===== config.mk =====
export PLATFORM = sky130hd
export DESIGN_NAME = acp
export DESIGN_NICKNAME = d
export VERILOG_FILES = /design/src/acp_synth_pkg.sv /design/src/acp_regs_pkg.sv /design/src/acp.sv /design/src/acp_mixer.sv /design/src/acp_tone_channel.sv /design/src/acp_note_tick.sv /design/src/acp_reg_file.sv
export SDC_FILE = /design/constraint.sdc
export NUM_CORES = 1
export LEC_CHECK = 0
export BUFFER_PORTS_ARGS = -buffer_cell sky130_fd_sc_hd__buf_4
export CAP_MARGIN = 10
export CORE_ASPECT_RATIO = 2
export CORE_MARGIN = 5
export CORE_UTILIZATION = 69
export DETAILED_ROUTE_END_ITERATION = 8
export PLACE_DENSITY_LB_ADDON = 0.3
export SLEW_MARGIN = 20
export SYNTH_ARGS = -nofsm -noshare
export SYNTH_HDL_FRONTEND = slang
export SYNTH_HIERARCHICAL = 1
export SYNTH_SLANG_ARGS = --single-unit

===== constraint.sdc =====
create_clock -name clk50MHz -period 8.6 [get_ports clk50MHz]
set_input_delay 1.29 -clock clk50MHz [delete_from_list [all_inputs] [get_ports clk50MHz]]
set_output_delay 1.29 -clock clk50MHz [all_outputs]
set_load 0.02 [all_outputs]

===== src/acp_synth_pkg.sv =====
package acp_synth_pkg;

	//////////////////////////////////////////////////
	// voice kinds and envelope states
	//////////////////////////////////////////////////
	typedef enum logic [1:0]
	{
		wave_square   = 2'd0,
		wave_triangle = 2'd1,
		wave_noise    = 2'd2
	} wave_kind_e;

	typedef enum logic [1:0]
	{
		env_idle   = 2'd0,
		env_attack = 2'd1,
		env_hold   = 2'd2,
		env_decay  = 2'd3
	} env_state_e;

	//////////////////////////////////////////////////
	// pitch
	//////////////////////////////////////////////////
	localparam int note_base_width = 9;
	// lowest octave, one entry per semitone, counts of clk50MHz
	// higher octaves shift right by note / 12
	localparam logic [note_base_width-1:0] note_base [12] = '{
		9'd478, 9'd451, 9'd426, 9'd402,
		9'd379, 9'd358, 9'd338, 9'd319,
		9'd301, 9'd284, 9'd268, 9'd253
	};

	// note tick every this many clocks in hardware
	localparam int note_div_default = 97656;

	//////////////////////////////////////////////////
	// sample widths and length unit
	//////////////////////////////////////////////////
	// per-channel wave, also envelope level
	localparam int wave_width = 4;
	// mixed output
	localparam int sample_width = 8;
	// note ticks per step of the length field
	localparam int len_unit = 4;

endpackage


===== src/acp_regs_pkg.sv =====
package acp_regs_pkg;

	//////////////////////////////////////////////////
	// host bus geometry
	//////////////////////////////////////////////////
	localparam int bus_width = 16;
	// adr[2:1] channel, adr[0] note or effect
	localparam int adr_width = 3;
	// stored width of every channel register
	localparam int reg_width = 11;

	// note register fields
	localparam int note_lsb = 0;
	localparam int note_msb = 5;
	localparam int vol_lsb  = 6;
	localparam int vol_msb  = 7;
	localparam int len_lsb  = 8;
	localparam int len_msb  = 10;

	// effect register fields
	localparam int atk_lsb  = 0;
	localparam int atk_msb  = 1;
	localparam int dec_lsb  = 2;
	localparam int dec_msb  = 3;
	localparam int sel_lsb  = 4;
	localparam int sel_msb  = 5;
	// optA and optB only stored, no logic behind them
	localparam int opta_lsb = 6;
	localparam int opta_msb = 7;
	localparam int optb_lsb = 8;
	localparam int optb_msb = 9;

	// address bit 0
	typedef enum logic {reg_note = 1'b0, reg_effect = 1'b1} reg_kind_e;

endpackage

===== src/acp.sv =====
`timescale 1ns/1ps

module acp
#(
	parameter int note_div = acp_synth_pkg::note_div_default
)
(
	input  logic clk50MHz,
	input  logic reset,
	input  logic wb_cyc,
	input  logic wb_stb,
	input  logic wb_we,
	input  logic [acp_regs_pkg::adr_width-1:0] wb_adr,
	input  logic [acp_regs_pkg::bus_width-1:0] wb_dat_w,
	output logic [acp_regs_pkg::bus_width-1:0] wb_dat_r,
	output logic wb_ack,
	output logic [acp_synth_pkg::sample_width-1:0] audio_out
);

	logic [3:0] key_on;
	logic [5:0] note [4];
	logic [1:0] vol [4];
	logic [2:0] len [4];
	logic [1:0] atk [4];
	logic [1:0] dec [4];
	logic [1:0] sel [4];
	logic note_tick;
	logic [acp_synth_pkg::wave_width-1:0] wave [4];

	//////////////////////////////////////////////////
	// host registers and note clock
	//////////////////////////////////////////////////
	acp_reg_file u_reg_file
	(
		.clk50MHz (clk50MHz),
		.reset    (reset),
		.wb_cyc   (wb_cyc),
		.wb_stb   (wb_stb),
		.wb_we    (wb_we),
		.wb_adr   (wb_adr),
		.wb_dat_w (wb_dat_w),
		.wb_dat_r (wb_dat_r),
		.wb_ack   (wb_ack),
		.key_on   (key_on),
		.note     (note),
		.vol      (vol),
		.len      (len),
		.atk      (atk),
		.dec      (dec),
		.sel      (sel)
	);

	acp_note_tick #(.div(note_div)) u_note_tick
	(
		.clk50MHz  (clk50MHz),
		.reset     (reset),
		.note_tick (note_tick)
	);

	//////////////////////////////////////////////////
	// voices: square, square, triangle, noise
	//////////////////////////////////////////////////
	for (genvar i = 0; i < 4; i++)
	begin : g_ch
		acp_tone_channel
		#(
			.kind(i < 2 ? acp_synth_pkg::wave_square :
				(i == 2 ? acp_synth_pkg::wave_triangle : acp_synth_pkg::wave_noise))
		) u_channel
		(
			.clk50MHz  (clk50MHz),
			.reset     (reset),
			.note_tick (note_tick),
			.key_on    (key_on[i]),
			.note      (note[i]),
			.len       (len[i]),
			.atk       (atk[i]),
			.dec       (dec[i]),
			.sel       (sel[i]),
			.wave      (wave[i])
		);
	end

	acp_mixer u_mixer
	(
		.clk50MHz  (clk50MHz),
		.reset     (reset),
		.wave0     (wave[0]),
		.wave1     (wave[1]),
		.wave2     (wave[2]),
		.wave3     (wave[3]),
		.vol0      (vol[0]),
		.vol1      (vol[1]),
		.vol2      (vol[2]),
		.vol3      (vol[3]),
		.audio_out (audio_out)
	);

endmodule


===== src/acp_mixer.sv =====
`timescale 1ns/1ps

module acp_mixer
(
	input  logic clk50MHz,
	input  logic reset,
	input  logic [acp_synth_pkg::wave_width-1:0] wave0,
	input  logic [acp_synth_pkg::wave_width-1:0] wave1,
	input  logic [acp_synth_pkg::wave_width-1:0] wave2,
	input  logic [acp_synth_pkg::wave_width-1:0] wave3,
	input  logic [1:0] vol0,
	input  logic [1:0] vol1,
	input  logic [1:0] vol2,
	input  logic [1:0] vol3,
	output logic [acp_synth_pkg::sample_width-1:0] audio_out
);

	logic [acp_synth_pkg::wave_width-1:0] w [4];
	logic [1:0] v [4];
	logic [acp_synth_pkg::wave_width-1:0] scaled [4];
	logic [acp_synth_pkg::sample_width-3:0] sum;

	assign w = '{wave0, wave1, wave2, wave3};
	assign v = '{vol0, vol1, vol2, vol3};

	// volume as a shift: mute, /4, /2, full
	always_comb
	begin
		sum = '0;
		for (int i = 0; i < 4; i++)
		begin
			case (v[i])
				2'd0:    scaled[i] = '0;
				2'd1:    scaled[i] = w[i] >> 2;
				2'd2:    scaled[i] = w[i] >> 1;
				default: scaled[i] = w[i];
			endcase
			sum = sum + 6'(scaled[i]);
		end
	end

	// times four into the 8-bit sample
	always_ff @(posedge clk50MHz)
	begin
		if (reset)
			audio_out <= '0;
		else
			audio_out <= {sum, 2'b00};
	end

	// four full-scale voices peak at 240
	a_out_max: assert property (@(posedge clk50MHz) disable iff (reset)
		audio_out <= 8'd240);

endmodule


===== src/acp_tone_channel.sv =====
`timescale 1ns/1ps

module acp_tone_channel
#(
	parameter acp_synth_pkg::wave_kind_e kind = acp_synth_pkg::wave_square
)
(
	input  logic clk50MHz,
	input  logic reset,
	input  logic note_tick,
	input  logic key_on,
	input  logic [5:0] note,
	input  logic [2:0] len,
	input  logic [1:0] atk,
	input  logic [1:0] dec,
	input  logic [1:0] sel,
	output logic [acp_synth_pkg::wave_width-1:0] wave
);

	logic [acp_synth_pkg::note_base_width-1:0] half_period;
	logic [acp_synth_pkg::note_base_width-1:0] cnt;
	logic [3:0] semi;
	logic [2:0] octave;
	logic [4:0] phase;
	logic [14:0] lfsr;
	logic fb;
	logic [2:0] duty;
	logic sq_bit;
	logic [3:0] ramp;
	logic [7:0] tri_prod;
	acp_synth_pkg::env_state_e state;
	logic [acp_synth_pkg::wave_width-1:0] level;
	logic [1:0] pace;
	logic [4:0] hold_cnt;
	logic [4:0] hold_last;

	//////////////////////////////////////////////////
	// pitch and phase
	//////////////////////////////////////////////////
	assign semi        = 4'(note % 6'd12);
	assign octave      = 3'(note / 6'd12);
	assign half_period = acp_synth_pkg::note_base[semi] >> octave;
	// short loop on nonzero select
	assign fb = lfsr[0] ^ ((sel != 2'd0) ? lfsr[6] : lfsr[1]);

	always_ff @(posedge clk50MHz)
	begin
		if (reset)
		begin
			cnt   <= '0;
			phase <= '0;
			lfsr  <= 15'd1;
		end
		else if (key_on)
		begin
			cnt   <= '0;
			phase <= '0;
		end
		else if (cnt == '0)
		begin
			cnt   <= half_period - 1'b1;
			phase <= phase + 5'd1;
			lfsr  <= {fb, lfsr[14:1]};
		end
		else
		begin
			cnt <= cnt - 1'b1;
		end
	end

	// duty in eighths: 1, 2, 4, 6
	always_comb
	begin
		case (sel)
			2'd0:    duty = 3'd1;
			2'd1:    duty = 3'd2;
			2'd2:    duty = 3'd4;
			default: duty = 3'd6;
		endcase
	end

	assign sq_bit = (phase[2:0] < duty);
	// up on first half, down on second
	assign ramp     = phase[4] ? ~phase[3:0] : phase[3:0];
	assign tri_prod = {4'd0, level} * {4'd0, ramp};

	//////////////////////////////////////////////////
	// envelope
	//////////////////////////////////////////////////
	assign hold_last = 5'((int'(len) + 1) * acp_synth_pkg::len_unit - 1);

	always_ff @(posedge clk50MHz)
	begin
		if (reset)
		begin
			state    <= acp_synth_pkg::env_idle;
			level    <= '0;
			pace     <= '0;
			hold_cnt <= '0;
		end
		else if (key_on)
		begin
			state    <= acp_synth_pkg::env_attack;
			level    <= '0;
			pace     <= '0;
			hold_cnt <= '0;
		end
		else if (note_tick)
		begin
			case (state)
				acp_synth_pkg::env_attack:
				begin
					// one step per atk+1 ticks
					if (pace == atk)
					begin
						pace  <= '0;
						level <= level + 1'b1;
						if (level == 4'd14)
							state <= acp_synth_pkg::env_hold;
					end
					else
						pace <= pace + 2'd1;
				end
				acp_synth_pkg::env_hold:
				begin
					if (hold_cnt == hold_last)
					begin
						hold_cnt <= '0;
						state    <= acp_synth_pkg::env_decay;
					end
					else
						hold_cnt <= hold_cnt + 5'd1;
				end
				acp_synth_pkg::env_decay:
				begin
					if (pace == dec)
					begin
						pace  <= '0;
						level <= level - 1'b1;
						// last step ends the note
						if (level == 4'd1)
							state <= acp_synth_pkg::env_idle;
					end
					else
						pace <= pace + 2'd1;
				end
				default: ;
			endcase
		end
	end

	//////////////////////////////////////////////////
	// output shaping
	//////////////////////////////////////////////////
	always_comb
	begin
		case (kind)
			acp_synth_pkg::wave_square:   wave = sq_bit ? level : '0;
			acp_synth_pkg::wave_triangle: wave = tri_prod[7:4];
			default:                      wave = lfsr[0] ? level : '0;
		endcase
	end

	// silent outside attack means the note is over
	a_silent_idle: assert property (@(posedge clk50MHz) disable iff (reset)
		(level == '0 && state != acp_synth_pkg::env_attack) |-> state == acp_synth_pkg::env_idle);

endmodule


===== src/acp_note_tick.sv =====
`timescale 1ns/1ps

module acp_note_tick
#(
	parameter int div = acp_synth_pkg::note_div_default
)
(
	input  logic clk50MHz,
	input  logic reset,
	output logic note_tick
);

	logic [31:0] cnt;

	// wrap at div-1, one-cycle enable on the wrap
	always_ff @(posedge clk50MHz)
	begin
		if (reset)
		begin
			cnt       <= '0;
			note_tick <= 1'b0;
		end
		else
		begin
			note_tick <= (cnt == div - 1);
			if (cnt == div - 1)
				cnt <= '0;
			else
				cnt <= cnt + 32'd1;
		end
	end

endmodule


===== src/acp_reg_file.sv =====
`timescale 1ns/1ps

module acp_reg_file
(
	input  logic clk50MHz,
	input  logic reset,
	input  logic wb_cyc,
	input  logic wb_stb,
	input  logic wb_we,
	input  logic [acp_regs_pkg::adr_width-1:0] wb_adr,
	input  logic [acp_regs_pkg::bus_width-1:0] wb_dat_w,
	output logic [acp_regs_pkg::bus_width-1:0] wb_dat_r,
	output logic wb_ack,
	output logic [3:0] key_on,
	output logic [5:0] note [4],
	output logic [1:0] vol [4],
	output logic [2:0] len [4],
	output logic [1:0] atk [4],
	output logic [1:0] dec [4],
	output logic [1:0] sel [4]
);

	// eight registers, channel pairs of note then effect
	logic [acp_regs_pkg::reg_width-1:0] regs [2**acp_regs_pkg::adr_width];
	logic xfer;
	acp_regs_pkg::reg_kind_e kind;

	// pending transfer not yet acked
	assign xfer = wb_cyc && wb_stb && !wb_ack;
	assign kind = acp_regs_pkg::reg_kind_e'(wb_adr[0]);

	//////////////////////////////////////////////////
	// bus side
	//////////////////////////////////////////////////
	always_ff @(posedge clk50MHz)
	begin
		if (reset)
		begin
			wb_ack <= 1'b0;
			key_on <= '0;
			for (int i = 0; i < 2**acp_regs_pkg::adr_width; i++)
			begin
				regs[i] <= '0;
			end
		end
		else
		begin
			wb_ack <= xfer;
			key_on <= '0;
			if (xfer && wb_we)
			begin
				regs[wb_adr] <= wb_dat_w[acp_regs_pkg::reg_width-1:0];
				// note write restarts that channel
				if (kind == acp_regs_pkg::reg_note)
				begin
					key_on[wb_adr[2:1]] <= 1'b1;
				end
			end
		end
	end

	// read data, zero-extended, valid with ack
	always_ff @(posedge clk50MHz)
	begin
		if (xfer)
		begin
			wb_dat_r <= {{(acp_regs_pkg::bus_width - acp_regs_pkg::reg_width){1'b0}},
				regs[wb_adr]};
		end
	end

	//////////////////////////////////////////////////
	// field split per channel
	//////////////////////////////////////////////////
	for (genvar i = 0; i < 4; i++)
	begin : g_field
		assign note[i] = regs[2*i][acp_regs_pkg::note_msb:acp_regs_pkg::note_lsb];
		assign vol[i]  = regs[2*i][acp_regs_pkg::vol_msb:acp_regs_pkg::vol_lsb];
		assign len[i]  = regs[2*i][acp_regs_pkg::len_msb:acp_regs_pkg::len_lsb];
		assign atk[i]  = regs[2*i+1][acp_regs_pkg::atk_msb:acp_regs_pkg::atk_lsb];
		assign dec[i]  = regs[2*i+1][acp_regs_pkg::dec_msb:acp_regs_pkg::dec_lsb];
		assign sel[i]  = regs[2*i+1][acp_regs_pkg::sel_msb:acp_regs_pkg::sel_lsb];
	end

	// single-cycle ack
	a_ack_single: assert property (@(posedge clk50MHz) disable iff (reset)
		wb_ack |=> !wb_ack);
	// ack only answers a request from the cycle before
	a_ack_req: assert property (@(posedge clk50MHz) disable iff (reset)
		wb_ack |-> $past(wb_cyc && wb_stb));

endmodule


==> results.yml, run 1 <==
sta:
  fmax_mhz: 161
  max_slew_margin: 0.268
  hold_viol_final: 0
  finalWorstPathRequiredPeriod_ns: 6.21
  fin_ws_ns: 2.39
  final-max-slew-violation-count: 0
  final.setup_skew_ns: 0.0116
  worst_slew_pin_slew_ns: 1.10
  rsz0062_at_grt: "false"
  setup_tns_ns: 0
  finalSetupViolCount: 0
  period_share: 0.722
die:
  rows: 85
  io_pins: 49
  start_util: 0.699
  die_y_um: 244
  core_area_um2: 26900
  chipWidth_um: 127
  die_area_um2: 30900
clock_tree:
  cts_buffers: 23
  clockRootBuffer: "clkbuf_16"
  cts_tree: "yes"
  clkTransAtPathRegs_ns: 0.07
  cts.sinks: 257
  postCtsSetupRepairBufs: 0
  clock_path_buffers: 3
  cts_hold_buf: 0
  clock_latency_ns: 0.51
  ctsResizeCount: 0
  htreeDepth: 1
placed_design:
  dp_worst_setup_slack_ns: 2.54
  place_congestion: 0.976
  portBuffers: 36
  dp_hpwl_um: 35000
  placed_area_um2: 18700
setup_path:
  crit_type: "reg -> reg"
  cp_max_fo: 7
  cp.arrival_ns: 6.61
  crit_chain: "xor2_1, nand2_1, fa_1, fa_1, inv_1, ha_1, nand4_1, a21oi_1, o21ai_0, a21boi_0, o21a_1, nor2_1, xnor2_1, inv_1, o21ai_0, nand2_1, fa_1, fa_1, inv_1, ha_1, a21o_1, a21oi_2, mux2_1"
  rrSetupSlack_ns: 2.39
  path_delay_family: "adder cells"
  cp-end-kind: "flop"
  slowest_delay_ns: 0.61
  critPathBufInv: 3
  start_kind: "flop"
  cp.required_ns: 9.00
  cp_common_cell: "fa_1"
  crit_slowest_cell: "fa_1"
route:
  drt_iter0_markers: 1552
  vias: 15800
  postRouteAntennaNets: 0
  drt_first_pass_iters: 8
  via_per_inst: 6.70
  drc_errors: 0
  wl_per_cell_um: 20.3
  drt_wl_total_um: 47900
grt:
  grt_pass1_wl_um: 77400
  grtUsageTotal: 0.303
  grt_overflow: 0
  grt_pass1_vias: 15678
  grt_max_degree: 43
  antenna_found_initial: 0
pwr:
  p_sw_frac: 0.340
  power_density_nw_per_um2: 184
  clkPwrFrac: 0.276
  p_sw_w: 0.00122
  p_int_w: 0.00236
  vdd_drop_max_mv: 0.187
  combPwrFrac: 0.316
  p_leak_nw: 7.43
  p_seq_frac: 0.409
layout:
  final_common_cell: "dfxtp_1"
  layout_common_cells: "dfxtp_1, nor2_1, nand2_1"
  stdcell_area_um2: 19500
  antennaDiodeCount: 0
  drive_above_1_share: 0.113
  area_growth_pct: 3.50
  layout.nets: 2120
min_path:
  hp-class: "reg -> reg"
synthesis:
  yosys_warnings: 6
  netlist_instances: 2059
  synth_area_um2: 18800
  avgSynthCellArea_um2: 9.14
outcome:
  status: "finished, final reports clean"
run:
  maxCapViolCount: 0
## per-layer routing
layer / vias up / GRT usage / share of wire
met1: 7617 / 0.313 / 0.35
met2: 647 / 0.566 / 0.53
li1: 7320 / - / -
met4: 0 / 0.202 / 0.075
met5: - / 0 / 0
met3: 216 / 0.0298 / 0.048
## state kept, by name, summed over array words and instances (netlist names), 8 cells and up
name / flops
u_note_tick/cnt: 32
g_ch.u_channel/state: 8
u_reg_file/wb_dat_r: 11
g_ch.u_channel/level: 16
g_ch.u_channel/hold_cnt: 20
g_ch.u_channel/pace: 8
g_ch.u_channel/lfsr: 15
g_ch.u_channel/phase: 11
g_ch.u_channel/cnt: 36
u_reg_file/regs: 88
## power by group through the flow
stage	registers [W]	clock network [W]	logic [W]
finish	0.00146	0.000985	0.00113
global route	0.00147	0.00105	0.00123
CTS	0.00146	0.00100	0.00111
detailed placement	0.00148	0	0.00110
global placement	0.00148	0	0.00106
floorplan	0.00145	0	0.000910
## final cells by class
cell class | instances | area (µm²)
clock buffer | 32 | 664
clock inverter | 9 | 47.5
fill | 1984 | 7440
inverter | 91 | 342
multi-input combinational | 1567 | 11400
sequential | 257 | 6140
tap | 348 | 435
timing repair buffer | 53 | 398
## per-stage QoR
stage               utilization  hold slack, ns  cells  power, W
floorplan                     -           0.415   2064   0.00236
global placement          0.697           0.423   2316   0.00254
detailed placement        0.697           0.448   2316   0.00258
CTS                       0.723           0.457   2357   0.00357
global route              0.724           0.479   2357   0.00375
finish                    0.724           0.453   2357   0.00357
## worst reg2reg max path, stage by stage, from the launching register on
cell	delay, ns
dfxtp_1	0.50
xor2_1	0.31
nand2_1	0.15
fa_1	0.53
fa_1	0.54
inv_1	0.04
ha_1	0.27
nand4_1	0.09
a21oi_1	0.21
o21ai_0	0.13
a21boi_0	0.33
o21a_1	0.19
nor2_1	0.06
xnor2_1	0.30
inv_1	0.10
o21ai_0	0.16
nand2_1	0.11
fa_1	0.50
fa_1	0.61
inv_1	0.06
ha_1	0.28
a21o_1	0.16
a21oi_2	0.14
mux2_1	0.32
## path summary, 6_finish.rpt
path                               from                    endpoint  depth (start not counted)
min          g_ch[3].u_channel/lfsr[14]  g_ch[3].u_channel/lfsr[13]                          2
max reg2reg  g_ch[2].u_channel/phase[4]        u_mixer/audio_out[6]                         23
min reg2reg  g_ch[3].u_channel/lfsr[14]  g_ch[3].u_channel/lfsr[13]                          2
max          g_ch[2].u_channel/phase[4]        u_mixer/audio_out[6]                         23
Note: power is estimated with default switching activity, not from simulation.
==> run 2, diff against run 1 <==
CORE_UTILIZATION = 58   (was 69)
clock period = 5.2 ns   (was 8.6 ns; I/O delays follow)
==> run 2 against run 1 <==
Net effect:
- the flow now finishes with violations (setup timing)
- cell count up 4.8%
- combinational power increased by 64%
- total power is 71% higher
- clock skew is 0.0099 ns higher
- non-clock buffer count grew 31
- utilization is 10 points lower
- global-route usage fell by 3.9 points
- maximum frequency grew 13%
- clock-buffer cell count fell by 2
==> results.yml, run 2 (synthesized netlist as in run 1, its figures left out) <==
outcome:
  status: "complete, but fails checks"
  violations: "setup timing"
layout:
  n_fill_cell: 2720
  regMostFlops: "u_reg_file/regs"
  layout_common_cells: "dfxtp_1, nor2_1, a21oi_1"
  largest_reg_flops: 88
  drive_above_1_share: 0.141
  seq_area_um2: 6140
  multi_input_area_um2: 11600
  area_growth_pct: 6.54
  final_common_cell: "dfxtp_1"
  top_regs: "u_reg_file/regs (88), g_ch.u_channel/cnt (36), u_note_tick/cnt (32)"
  utilization: 0.624
  antennaDiodeCount: 0
  fin_cells: 2469
  layout.nets: 2152
clock_tree:
  htreeDepth: 1
  clkTransAtPathRegs_ns: 0.07
  cts_hold_buf: 0
  clock_latency_ns: 0.55
  cts_tree: "yes"
  clock_path_buffers: 3
  cts.sinks: 257
  cts_buffers: 24
  clockRootBuffer: "clkbuf_16"
grt:
  grtUsageTotal: 0.264
  grt_pass1_vias: 15752
  antenna_found_initial: 0
  grt_pass1_wl_um: 78000
  grt_max_degree: 48
  grt_overflow: 0
min_path:
  hp-class: "reg -> reg"
die:
  die_y_um: 265
  chipWidth_um: 137
  io_pins: 49
  start_util: 0.586
  die_area_um2: 36400
  core_area_um2: 32100
  rows: 93
setup_path:
  cp.arrival_ns: 5.97
  cp-end-kind: "flop"
  cp_max_fo: 5
  cp.required_ns: 5.67
  crit_type: "reg -> reg"
  start_kind: "flop"
  rrSetupSlack_ns: -0.30
route:
  wl_per_cell_um: 19.8
  drt_first_pass_iters: 5
  drt_iter0_markers: 896
  drt_wl_total_um: 48900
  via_per_inst: 6.33
  vias: 15626
  drc_errors: 0
  postRouteAntennaNets: 0
sta:
  fin_ws_ns: -0.304
  finalWorstPathRequiredPeriod_ns: 5.50
  fmax_mhz: 182
  period_share: 1.06
  finalSetupViolCount: 4
  worst_slew_pin_slew_ns: 1.05
  max_slew_margin: 0.297
  final.setup_skew_ns: 0.0215
  rsz0062_at_grt: "true"
  finalHoldWorstSlack_ns: 0.449
  hold_viol_final: 0
  final-max-slew-violation-count: 0
placed_design:
  dp_hpwl_um: 35700
  place_congestion: 1.00
  portBuffers: 36
  post-place-cells: 2415
pwr:
  power.total_w: 0.00610
  p_leak_nw: 7.62
  vdd_drop_max_mv: 0.304
  power_density_nw_per_um2: 304
run:
  maxCapViolCount: 0
-- run 2: final timing paths --
path,start,to,cells past startpoint
worst max-delay path,g_ch[2].u_channel/phase[4],u_mixer/audio_out[7],25
worst min-delay path,u_reg_file/key_on[1],g_ch[1].u_channel/state[0],2
worst max register to register,g_ch[2].u_channel/phase[4],u_mixer/audio_out[7],25
worst min register to register,u_reg_file/key_on[1],g_ch[1].u_channel/state[0],2
-- run 2: layer usage --
layer  routed length, µm  vias up  GRT usage
li1                    -     7364          -
met1               16900     7545      0.270
met2               26400      516      0.499
met3                2460      201     0.0313
met4                3180        0      0.156
met5                   0        -          0
-- run 2: layout make-up --
type,instances,area share
tap,427,0.0267
sequential,257,0.306
clock buffer,30,0.0342
clock inverter,13,0.00656
multi-input combinational,1567,0.577
timing repair buffer,84,0.0321
inverter,91,0.0170
-- run 2: per-stage QoR --
| step | area, µm² | setup WS, ns | TNS, ns |
|---|---|---|---|
| 5_1_grt | 20000 | -0.508 | -1.74 |
| 3_3_place_gp | 19000 | -0.184 | -0.438 |
| 6_report | 20000 | -0.304 | -1.05 |
| 2_1_floorplan | 18900 | 0.0113 | 0 |
| 3_5_place_dp | 19000 | -0.306 | -0.833 |
| 4_1_cts | 19900 | -0.143 | -0.367 |
-- run 2: worst max-delay path: stages (launching register included) --
cell and delay (ns):
dfxtp_2 0.34, buf_12 0.12, xor2_2 0.15, nand2_1 0.09
fa_1 0.50, fa_1 0.51, inv_1 0.05, ha_1 0.28
nand4_1 0.09, a21oi_2 0.05, o21ai_2 0.21, a21boi_2 0.09
buf_4 0.14, nor3_1 0.33, nor2_4 0.07, mux2_4 0.28
nand2_2 0.07, o21ai_2 0.07, fa_1 0.51, fa_1 0.56
ha_2 0.19, inv_2 0.04, fa_2 0.36, nor2b_4 0.16
o21ai_2 0.07, a21oi_1 0.13
-- run 2: report_power, final --
part	total, W	internal, W	switching, W
clock	0.00183	0.00104	0.000789
combinational	0.00185	0.000746	0.00110
sequential	0.00242	0.00226	0.000162
total	0.00610	0.00405	0.00205
-- run 2: what timing repair did --
item,in CTS,in global routing
endpoints found under the setup margin,4,4
setup buffers,7,5
pin swaps,15,21
gates resized for setup,12,12
